===== src/hdl/ac97_pkg.sv =====
package ac97_pkg;

  // ------------------------------
  // sizes
  localparam int SAMPLE_W     = 16;    // one audio sample
  localparam int FIFO_DEPTH   = 16;    // stereo words per fifo
  localparam int FIFO_CNT_W   = 5;     // holds 0..16
  localparam int CODEC_ADDR_W = 6;     // 64 codec words
  localparam int BUS_W        = 32;    // system bus data width

  // 125 MHz / 48 kHz = 2604.17, five short runs then one long run
  localparam int TICK_CTR_MAX = 2604;  // end of a short run
  localparam int TICK_FRC_MAX = 5;     // short runs before a long one

  // ------------------------------
  // status register bit positions
  localparam int STAT_PLAY_FULL     = 0;
  localparam int STAT_PLAY_HALF     = 1;  // play count <= 8
  localparam int STAT_REC_FULL      = 2;
  localparam int STAT_REC_EMPTY     = 3;
  localparam int STAT_ACCESS_DONE   = 4;  // codec register access finished
  localparam int STAT_CODEC_READY   = 5;  // no codec behind us, reads 0
  localparam int STAT_PLAY_UNDERRUN = 6;
  localparam int STAT_REC_OVERRUN   = 7;

  typedef logic [SAMPLE_W-1:0] sample_t;

  typedef struct packed {
    sample_t right;  // upper half
    sample_t left;   // lower half
  } stereo_t;

  // register offsets, decoded on addr[19:0]
  typedef enum logic [19:0] {
    REG_FIFO_PLAY   = 20'h00000,  // wo, left then right
    REG_FIFO_REC    = 20'h00004,  // ro, left then right
    REG_STAT        = 20'h00008,  // ro
    REG_FIFO_RESET  = 20'h0000C,  // wo, bit0 play, bit1 rec
    REG_CODEC_ADDR  = 20'h00010,  // wo, bit7 selects read
    REG_CODEC_RDATA = 20'h00014,  // ro
    REG_CODEC_WDATA = 20'h00018   // wo
  } reg_addr_e;

  typedef enum logic {
    CODEC_WRITE = 1'b0,
    CODEC_READ  = 1'b1
  } codec_op_e;

  typedef struct packed {
    logic [BUS_W-1:0] addr;
    logic [BUS_W-1:0] wdata;
    logic             wen;    // one cycle strobe
    logic             ren;    // one cycle strobe
  } sys_req_t;

  typedef struct packed {
    logic [BUS_W-1:0] rdata;  // valid with ack
    logic             ack;
    logic             err;
  } sys_rsp_t;

endpackage

===== src/hdl/ac97ctrl_top.sv =====
`timescale 1ns/1ns

module ac97ctrl_top import ac97_pkg::*; (
  input  logic     clk_adc_125mhz,   // 125 MHz adc clock
  input  logic     adc_rstn_i,       // sync, active low
  input  sys_req_t sys_req_i,
  input  stereo_t  ac97_line_in_i,   // sampled each tick
  output sys_rsp_t sys_rsp_o,
  output stereo_t  ac97_line_out_o,  // play fifo head
  output logic     ac97_tick_o
);

  logic                    tick;
  logic                    play_push;
  logic                    play_pop;
  logic                    play_clear;
  stereo_t                 play_data;
  logic [FIFO_CNT_W-1:0]   play_count;
  logic                    rec_push;
  logic                    rec_pop;
  logic                    rec_clear;
  stereo_t                 rec_head;
  logic [FIFO_CNT_W-1:0]   rec_count;
  logic                    codec_start;
  codec_op_e               codec_op;
  logic [CODEC_ADDR_W-1:0] codec_addr;
  sample_t                 codec_wdata;
  sample_t                 codec_rdata;
  logic                    access_done;

  ac97_sample_tick u_tick (
    .clk_adc_125mhz (clk_adc_125mhz),
    .adc_rstn_i     (adc_rstn_i),
    .tick_o         (tick)
  );

  // ------------------------------
  // play and record fifos
  ac97_sample_fifo u_play_fifo (
    .clk_adc_125mhz (clk_adc_125mhz),
    .adc_rstn_i     (adc_rstn_i),
    .clear_i        (play_clear),
    .push_i         (play_push),
    .data_i         (play_data),
    .pop_i          (play_pop),
    .head_o         (ac97_line_out_o),
    .count_o        (play_count)
  );

  ac97_sample_fifo u_rec_fifo (
    .clk_adc_125mhz (clk_adc_125mhz),
    .adc_rstn_i     (adc_rstn_i),
    .clear_i        (rec_clear),
    .push_i         (rec_push),
    .data_i         (ac97_line_in_i),
    .pop_i          (rec_pop),
    .head_o         (rec_head),
    .count_o        (rec_count)
  );

  ac97_codec_regs u_codec_regs (
    .clk_adc_125mhz (clk_adc_125mhz),
    .adc_rstn_i     (adc_rstn_i),
    .start_i        (codec_start),
    .op_i           (codec_op),
    .addr_i         (codec_addr),
    .wdata_i        (codec_wdata),
    .rdata_o        (codec_rdata),
    .access_done_o  (access_done)
  );

  // ------------------------------
  // register block on the system bus
  ac97_bus_regs u_bus_regs (
    .clk_adc_125mhz (clk_adc_125mhz),
    .adc_rstn_i     (adc_rstn_i),
    .req_i          (sys_req_i),
    .tick_i         (tick),
    .play_count_i   (play_count),
    .rec_count_i    (rec_count),
    .rec_head_i     (rec_head),
    .codec_rdata_i  (codec_rdata),
    .access_done_i  (access_done),
    .rsp_o          (sys_rsp_o),
    .play_push_o    (play_push),
    .play_data_o    (play_data),
    .play_pop_o     (play_pop),
    .play_clear_o   (play_clear),
    .rec_push_o     (rec_push),
    .rec_pop_o      (rec_pop),
    .rec_clear_o    (rec_clear),
    .codec_start_o  (codec_start),
    .codec_op_o     (codec_op),
    .codec_addr_o   (codec_addr),
    .codec_wdata_o  (codec_wdata)
  );

  assign ac97_tick_o = tick;

endmodule


===== src/hdl/ac97_bus_regs.sv =====
`timescale 1ns/1ns

module ac97_bus_regs import ac97_pkg::*; (
  input  logic                    clk_adc_125mhz,  // 125 MHz adc clock
  input  logic                    adc_rstn_i,      // sync, active low
  input  sys_req_t                req_i,
  input  logic                    tick_i,          // 48 kHz sample tick
  input  logic [FIFO_CNT_W-1:0]   play_count_i,
  input  logic [FIFO_CNT_W-1:0]   rec_count_i,
  input  stereo_t                 rec_head_i,
  input  sample_t                 codec_rdata_i,
  input  logic                    access_done_i,
  output sys_rsp_t                rsp_o,
  output logic                    play_push_o,
  output stereo_t                 play_data_o,
  output logic                    play_pop_o,
  output logic                    play_clear_o,
  output logic                    rec_push_o,
  output logic                    rec_pop_o,
  output logic                    rec_clear_o,
  output logic                    codec_start_o,
  output codec_op_e               codec_op_o,
  output logic [CODEC_ADDR_W-1:0] codec_addr_o,
  output sample_t                 codec_wdata_o
);

  reg_addr_e               reg_addr;       // decoded offset
  logic                    wr_play;
  logic                    rd_rec;
  logic [7:0]              stat;
  sample_t                 play_left_q;    // pair holding registers
  sample_t                 play_right_q;
  logic                    play_is_right_q;  // play run flag
  logic                    rec_is_right_q;   // record run flag
  logic                    right_wr_q;       // right sample just written
  logic                    play_push_q;
  logic                    rec_pop_q;
  logic                    play_clear_q;
  logic                    rec_clear_q;
  logic                    underrun_q;
  logic                    overrun_q;
  logic                    start_q;
  codec_op_e               codec_op_q;
  logic [CODEC_ADDR_W-1:0] codec_addr_q;
  sample_t                 codec_wdata_q;
  logic [BUS_W-1:0]        rdata_q;
  logic                    ack_q;

  assign reg_addr = reg_addr_e'(req_i.addr[19:0]);  // upper bits not decoded
  assign wr_play  = req_i.wen && (reg_addr == REG_FIFO_PLAY);
  assign rd_rec   = req_i.ren && (reg_addr == REG_FIFO_REC);

  // ------------------------------
  // write side and control pulses
  always_ff @(posedge clk_adc_125mhz) begin
    if (!adc_rstn_i) begin
      play_is_right_q <= 1'b0;
      rec_is_right_q  <= 1'b0;
      right_wr_q      <= 1'b0;
      play_push_q     <= 1'b0;
      rec_pop_q       <= 1'b0;
      play_clear_q    <= 1'b0;
      rec_clear_q     <= 1'b0;
      start_q         <= 1'b0;
      codec_op_q      <= CODEC_WRITE;
    end else begin
      right_wr_q   <= wr_play && play_is_right_q;
      play_push_q  <= right_wr_q;                  // pair complete, push next cycle
      rec_pop_q    <= rd_rec && rec_is_right_q;    // right read pops
      play_clear_q <= req_i.wen && (reg_addr == REG_FIFO_RESET) && req_i.wdata[0];
      rec_clear_q  <= req_i.wen && (reg_addr == REG_FIFO_RESET) && req_i.wdata[1];
      start_q      <= req_i.wen && (reg_addr == REG_CODEC_ADDR);
      if (play_clear_q) begin
        play_is_right_q <= 1'b0;                   // back to left
      end else if (wr_play) begin
        play_is_right_q <= !play_is_right_q;
      end
      if (rec_clear_q) begin
        rec_is_right_q <= 1'b0;
      end else if (rd_rec) begin
        rec_is_right_q <= !rec_is_right_q;
      end
      if (req_i.wen && (reg_addr == REG_CODEC_ADDR)) begin
        codec_op_q <= codec_op_e'(req_i.wdata[7]);  // bit7 set reads
      end
    end
  end

  // payload registers
  always_ff @(posedge clk_adc_125mhz) begin
    if (wr_play && !play_is_right_q) begin
      play_left_q <= req_i.wdata[SAMPLE_W-1:0];
    end
    if (wr_play && play_is_right_q) begin
      play_right_q <= req_i.wdata[SAMPLE_W-1:0];
    end
    if (req_i.wen && (reg_addr == REG_CODEC_ADDR)) begin
      codec_addr_q <= req_i.wdata[CODEC_ADDR_W:1];  // even codec register offset
    end
    if (req_i.wen && (reg_addr == REG_CODEC_WDATA)) begin
      codec_wdata_q <= req_i.wdata[SAMPLE_W-1:0];
    end
  end

  // ------------------------------
  // sticky fifo flags, reset bits clear them
  always_ff @(posedge clk_adc_125mhz) begin
    if (!adc_rstn_i) begin
      underrun_q <= 1'b0;
      overrun_q  <= 1'b0;
    end else begin
      if (play_clear_q) begin
        underrun_q <= 1'b0;
      end else if (tick_i && (play_count_i == '0)) begin
        underrun_q <= 1'b1;            // nothing to play at tick
      end
      if (rec_clear_q) begin
        overrun_q <= 1'b0;
      end else if (tick_i && (rec_count_i == FIFO_CNT_W'(FIFO_DEPTH))) begin
        overrun_q <= 1'b1;             // sample dropped by full fifo
      end
    end
  end

  always_comb begin
    stat                     = '0;
    stat[STAT_PLAY_FULL]     = (play_count_i == FIFO_CNT_W'(FIFO_DEPTH));
    stat[STAT_PLAY_HALF]     = (play_count_i <= FIFO_CNT_W'(FIFO_DEPTH / 2));
    stat[STAT_REC_FULL]      = (rec_count_i == FIFO_CNT_W'(FIFO_DEPTH));
    stat[STAT_REC_EMPTY]     = (rec_count_i == '0);
    stat[STAT_ACCESS_DONE]   = access_done_i;
    stat[STAT_CODEC_READY]   = 1'b0;
    stat[STAT_PLAY_UNDERRUN] = underrun_q;
    stat[STAT_REC_OVERRUN]   = overrun_q;
  end

  // ------------------------------
  // ack and read mux
  always_ff @(posedge clk_adc_125mhz) begin
    if (!adc_rstn_i) begin
      ack_q   <= 1'b0;
      rdata_q <= '0;
    end else begin
      ack_q <= req_i.wen || req_i.ren;  // every request, one cycle later
      if (req_i.ren) begin
        case (reg_addr)
          REG_FIFO_REC:    rdata_q <= BUS_W'(rec_is_right_q ? rec_head_i.right
                                                            : rec_head_i.left);
          REG_STAT:        rdata_q <= BUS_W'(stat);
          REG_CODEC_RDATA: rdata_q <= BUS_W'(codec_rdata_i);
          default:         rdata_q <= '0;  // write-only or unmapped
        endcase
      end
    end
  end

  assign rsp_o         = '{rdata: rdata_q, ack: ack_q, err: 1'b0};
  assign play_push_o   = play_push_q;
  assign play_data_o   = '{right: play_right_q, left: play_left_q};
  assign play_pop_o    = tick_i;     // one pair out per tick
  assign play_clear_o  = play_clear_q;
  assign rec_push_o    = tick_i;     // line input in per tick
  assign rec_pop_o     = rec_pop_q;
  assign rec_clear_o   = rec_clear_q;
  assign codec_start_o = start_q;
  assign codec_op_o    = codec_op_q;
  assign codec_addr_o  = codec_addr_q;
  assign codec_wdata_o = codec_wdata_q;

endmodule


===== src/hdl/ac97_codec_regs.sv =====
`timescale 1ns/1ns

module ac97_codec_regs import ac97_pkg::*; (
  input  logic                    clk_adc_125mhz,  // 125 MHz adc clock
  input  logic                    adc_rstn_i,      // sync, active low
  input  logic                    start_i,         // one cycle, from addr write
  input  codec_op_e               op_i,            // store or recall
  input  logic [CODEC_ADDR_W-1:0] addr_i,          // codec word address
  input  sample_t                 wdata_i,
  output sample_t                 rdata_o,         // last recalled word
  output logic                    access_done_o
);

  typedef enum logic [1:0] {
    IDLE,
    ACCESS,
    DONE
  } state_e;

  state_e  state_q;
  sample_t mem_q [2**CODEC_ADDR_W];  // codec register shadow
  sample_t rdata_q;
  logic    done_q;

  // ------------------------------
  // access sequencing
  always_ff @(posedge clk_adc_125mhz) begin
    if (!adc_rstn_i) begin
      state_q <= IDLE;
      done_q  <= 1'b0;
      rdata_q <= '0;
    end else if (start_i) begin
      state_q <= ACCESS;  // restart from any state
      done_q  <= 1'b0;    // cleared by every start
    end else begin
      case (state_q)
        ACCESS: begin
          if (op_i == CODEC_READ) begin
            rdata_q <= mem_q[addr_i];  // recall into read register
          end
          done_q  <= 1'b1;             // two cycles after start
          state_q <= DONE;
        end
        DONE:    state_q <= IDLE;
        default: state_q <= IDLE;
      endcase
    end
  end

  // store happens in the same cycle the recall would
  always_ff @(posedge clk_adc_125mhz) begin
    if (state_q == ACCESS && !start_i && op_i == CODEC_WRITE) begin
      mem_q[addr_i] <= wdata_i;
    end
  end

  assign rdata_o       = rdata_q;
  assign access_done_o = done_q;

endmodule


===== src/hdl/ac97_sample_fifo.sv =====
`timescale 1ns/1ns

module ac97_sample_fifo import ac97_pkg::*; (
  input  logic                  clk_adc_125mhz,  // 125 MHz adc clock
  input  logic                  adc_rstn_i,      // sync, active low
  input  logic                  clear_i,         // empties fifo, beats push/pop
  input  logic                  push_i,
  input  stereo_t               data_i,
  input  logic                  pop_i,
  output stereo_t               head_o,          // show-ahead, 0 when empty
  output logic [FIFO_CNT_W-1:0] count_o
);

  stereo_t               mem_q [FIFO_DEPTH];  // circular buffer
  logic [FIFO_CNT_W-2:0] wr_ptr_q;            // wraps at depth
  logic [FIFO_CNT_W-2:0] rd_ptr_q;
  logic [FIFO_CNT_W-1:0] count_q;
  logic                  full;
  logic                  empty;
  logic                  do_push;
  logic                  do_pop;

  assign full    = (count_q == FIFO_CNT_W'(FIFO_DEPTH));
  assign empty   = (count_q == '0);
  assign do_push = push_i && !full;   // push into full is dropped
  assign do_pop  = pop_i && !empty;   // pop of empty is ignored

  // ------------------------------
  // pointers and occupancy
  always_ff @(posedge clk_adc_125mhz) begin
    if (!adc_rstn_i || clear_i) begin
      wr_ptr_q <= '0;
      rd_ptr_q <= '0;
      count_q  <= '0;
    end else begin
      if (do_push) begin
        wr_ptr_q <= wr_ptr_q + 1'b1;
      end
      if (do_pop) begin
        rd_ptr_q <= rd_ptr_q + 1'b1;
      end
      case ({do_push, do_pop})
        2'b10:   count_q <= count_q + 1'b1;
        2'b01:   count_q <= count_q - 1'b1;
        default: count_q <= count_q;  // none or both
      endcase
    end
  end

  // storage
  always_ff @(posedge clk_adc_125mhz) begin
    if (do_push && !clear_i) begin
      mem_q[wr_ptr_q] <= data_i;
    end
  end

  assign head_o  = empty ? '0 : mem_q[rd_ptr_q];
  assign count_o = count_q;

endmodule


===== src/hdl/ac97_sample_tick.sv =====
`timescale 1ns/1ns

module ac97_sample_tick import ac97_pkg::*; (
  input  logic clk_adc_125mhz,  // 125 MHz adc clock
  input  logic adc_rstn_i,      // sync, active low
  output logic tick_o           // one cycle at 48 kHz
);

  logic [11:0] run_ctr_q;  // position in current run
  logic [2:0]  frc_ctr_q;  // short runs done since last long run
  logic        tick_q;

  always_ff @(posedge clk_adc_125mhz) begin
    if (!adc_rstn_i) begin
      run_ctr_q <= '0;
      frc_ctr_q <= '0;
      tick_q    <= 1'b0;
    end else if (run_ctr_q == 12'(TICK_CTR_MAX)) begin
      tick_q <= 1'b1;
      if (frc_ctr_q == 3'(TICK_FRC_MAX)) begin
        frc_ctr_q <= '0;
        run_ctr_q <= 12'd0;  // restart at 0, one cycle longer
      end else begin
        frc_ctr_q <= frc_ctr_q + 3'd1;
        run_ctr_q <= 12'd1;  // short run
      end
    end else begin
      tick_q    <= 1'b0;
      run_ctr_q <= run_ctr_q + 12'd1;
    end
  end

  assign tick_o = tick_q;

endmodule


===== config.mk =====
export PLATFORM = sky130hd
export DESIGN_NAME = ac97ctrl_top
export DESIGN_NICKNAME = d
export VERILOG_FILES = /design/src/hdl/ac97_pkg.sv /design/src/hdl/ac97ctrl_top.sv /design/src/hdl/ac97_bus_regs.sv /design/src/hdl/ac97_codec_regs.sv /design/src/hdl/ac97_sample_fifo.sv /design/src/hdl/ac97_sample_tick.sv
export SDC_FILE = /design/constraint.sdc
export NUM_CORES = 2
export LEC_CHECK = 0
export BUFFER_PORTS_ARGS = -buffer_cell sky130_fd_sc_hd__buf_2
export CORE_ASPECT_RATIO = 1.25
export CORE_MARGIN = 10
export CORE_UTILIZATION = 56
export CTS_CLUSTER_DIAMETER = 120
export CTS_CLUSTER_SIZE = 30
export DETAILED_ROUTE_END_ITERATION = 6
export PLACE_DENSITY = 0.73
export SLEW_MARGIN = 20
export SYNTH_ARGS = -nofsm -noshare
export SYNTH_HDL_FRONTEND = slang
export SYNTH_HIERARCHICAL = 1
export SYNTH_SLANG_ARGS = --single-unit

===== constraint.sdc =====
create_clock -name clk_adc_125mhz -period 4.67 [get_ports clk_adc_125mhz]
set_input_delay 1.1675 -clock clk_adc_125mhz [delete_from_list [all_inputs] [get_ports clk_adc_125mhz]]
set_output_delay 1.1675 -clock clk_adc_125mhz [all_outputs]
set_load 0.03 [all_outputs]

==> summary.txt <==
Leak: 0.0292 µW
logic gate share of total power: 1.3%
sequential share of power: 69.3%
Post-synth EDFFs: 2102
Overall Power: 30800 µW
top post-synthesis cells by area: edfxtp_1 (74%), mux4_2 (9.4%), mux2i_1 (4.5%), dfxtp_1 (2.3%), mux4_1 (1.3%)
Final #Nets: 4451
worst slew pin tran: 1220 ps
Synth Cell Area: 85700 µm²
Async SR Flop Fraction: 0%
sequential fraction of the synthesis area: 75.9%
clk_lat worst skew: 760 ps
Core Rows: 160
worst-case clock buffer depth: 3
slowest stage cell on the critical path: o21bai_4
crit end category: primary output
MaxCap Viol Count: 0
final wirelength: 189000 µm
chip width: 370 µm
vias in the first global route: 41400
Placed Area: 89200 µm²
NetSw: 5930 µW
initial DRC count: 5007
CTS Hold Bufs: 0
list of most frequent post-synthesis cells: edfxtp_1 (2102), mux2i_1 (384), mux4_2 (357), nor2_1 (187), o22ai_1 (127)
final period utilization: 96.0%
WP buf/inv: 2
Tmin final: 4480 ps
crit path cell chain: or4_4 > o21bai_4 > buf_4 > o22ai_1 > buf_2
via count: 41100
fin. max-slew vios: 0
total core area: 152000 µm²
element type at the critical path start: flip-flop
Yosys warnings: 6
H-tree level count: 3
grt ovf: 0
first-pass GRT wire length: 277000 µm
worst r2r dst: u_rec_fifo/count_o[4]
input/output buffers: 121
area of the multi-input gates: 19300 µm²
TNS Setup: 0 ps
# setup viols final: 0
GRT Overall Usage: 22.0%
status: finished, final reports clean
Crit path max-delay family: compound AO/OA/AOI/OAI gates
Final Hold Vio Count: 0
# fillers: 10700
Worst Path Required: 3500 ps
starting density of the core: 56.3%
CP Class: flip-flop to primary output
crit path max fanout: 21
GP Congestion: 0.847
Via density: 6.41
initial antenna violation count: 18
Setup Fix Bufs, Post-CTS: 0
Sw Ratio: 19.2%
worst r2r path cells: 8
crit-path max cell delay: 790 ps
largest net degree at the start of global routing: 87
clock power share: 29.4%
DP HPWL: 110000 µm
CTS tree: built
RSZ-0062 raised after global routing: no
hold path startpoint: u_bus_regs/right_wr_q
Routed Antenna Nets: 0
reg2reg setup slack: 1420 ps
DR WL/cell: 29.4 µm
synthesized instance count: 4162
peak supply drop: 305 µV
num ports: 167
remaining routing DRC violations: 0
post-synth top area share: 73.6%
most common cell in the netlist: edfxtp_1
f_max: 223 MHz
Reg clk slew, reported paths: 120 ps
CP arrival: 3320 ps
router iterations before antenna repair: 6
syn_area_per_cell: 20.6 µm²
fin worst setup slack: 186 ps
layout cell share with drive strength beyond 1: 20.4%
pre-CTS setup slack: 992 ps
PostCTS Resize Cnt: 0
skew final: 40.8 ps
predominant post-synthesis flop cell: edfxtp_1
design area: 91500 µm²
worst r2r src: u_rec_fifo/count_o[1]
Rel. slew slack: 18.6%
Reg area: 65100 µm²
Hold EP: u_bus_regs/play_push_o
P&R area growth vs syn: 6.81%
power per cell area: 337 nW/µm²
post-synth top area cell: edfxtp_1
distinct cell type count after synthesis: 93
die area: 169000 µm²
hold depth: 1
Int Power: 24900 µW
# clock sinks: 2199
Die H: 457 µm
CTS root buffer: clkbuf_16
Worst Hold Class: flip-flop to flip-flop
total CTS buffers: 83
#FFs+latches synth: 2199
worst max path at each step:
stage	from	endpoint	slack, ps	cells after the start
after global routing	u_play_fifo/count_o[1]	ac97_line_out_o[20]	90	5
after detailed placement	u_play_fifo/count_o[1]	ac97_line_out_o[20]	990	5
after CTS	u_play_fifo/count_o[1]	ac97_line_out_o[20]	120	5
after global placement	u_play_fifo/count_o[1]	ac97_line_out_o[20]	1040	5
final	u_play_fifo/count_o[1]	ac97_line_out_o[20]	190	5
after floorplan	sys_req_i[51]	u_bus_regs/play_left_q[0]	1480	4
state kept, by name, indices dropped and copies added (netlist names), 2 cells and up, named ones only:
| name | flops |
|---|---|
| u_rec_fifo/count_o | 5 |
| u_bus_regs/play_left_q | 16 |
| u_bus_regs/play_right_q | 16 |
| u_play_fifo/wr_ptr_q | 4 |
| u_bus_regs/codec_wdata_o | 16 |
| u_rec_fifo/wr_ptr_q | 4 |
| u_bus_regs/codec_addr_o | 6 |
| u_codec_regs/mem_q | 1024 |
| u_tick/frc_ctr_q | 3 |
| u_bus_regs/rdata_q | 16 |
| u_codec_regs/rdata_o | 16 |
| u_rec_fifo/mem_q | 512 |
| u_play_fifo/rd_ptr_q | 4 |
| u_tick/run_ctr_q | 12 |
| u_rec_fifo/rd_ptr_q | 4 |
| u_play_fifo/count_o | 5 |
| u_codec_regs/state_q | 2 |
| u_play_fifo/mem_q | 512 |
per-stage QoR:
step | instances | hold WS, ps | utilization [%]
after detailed placement | 6273 | 427 | 58.6
after global routing | 6411 | 478 | 60.2
final | 6415 | 450 | 60.2
after global placement | 6273 | 422 | 58.6
after CTS | 6408 | 452 | 60.2
after floorplan | 4178 | 412 | -
cells in the final DEF (no fill, tap or decap), types with 9 or more instances in the layout:
master	count
edfxtp_1	2102
mux2i_1	384
mux4_2	357
buf_4	167
nor2_1	153
o22ai_1	127
buf_2	121
dfxtp_1	93
clkbuf_16	85
nand2_1	78
mux2_2	48
a22oi_1	47
a21oi_1	46
clkbuf_1	43
o21ai_0	43
mux4_1	42
nor2_4	34
nand3_1	29
inv_1	24
a31oi_1	19
ha_1	18
nor3_1	17
conb_1	17
buf_12	15
nand2b_1	14
xor2_1	14
nor2b_1	12
and2_1	12
o21ai_1	11
o211ai_1	9
a311oi_1	9
power by group through the flow:
stage          clock (µW)  sequential (µW)  combinational (µW)
2_1_floorplan           0            21800                 196
3_3_place_gp            0            21800                 387
3_5_place_dp            0            21800                 398
4_1_cts              9230            21300                 399
5_1_grt              9860            21300                 424
6_report             9070            21300                 398
cell type report:
| class | count | share of cell area [%] |
|---|---|---|
| multi-input combinational | 1719 | 21.1 |
| sequential | 2199 | 71.1 |
| timing repair buffer | 303 | 2.36 |
| inverter | 27 | 0.113 |
| tap | 2025 | 2.77 |
| clock inverter | 7 | 0.0875 |
| clock buffer | 128 | 2.50 |
| antenna | 7 | 0.0191 |
cell families after synthesis:
logic type	Yosys count	share of synthesized area, %
buf+inv	260	1.96
fa+ha+maj	18	0.263
mux	831	15.8
compound gates	393	3.19
xor+xnor	19	0.194
simple gates	441	2.70
other cells	1	0.00438
flops	2199	75.9
metal layers:
| layer | track usage, % | up-vias | routed length (µm) |
|---|---|---|---|
| li1 | - | 17400 | - |
| met2 | 36.3 | 1694 | 94300 |
| met3 | 3.95 | 275 | 15400 |
| met4 | 6.68 | 18 | 5230 |
| met5 | 0 | - | 114 |
| met1 | 30.0 | 21800 | 73900 |
Power figures use the tool's default switching activity.
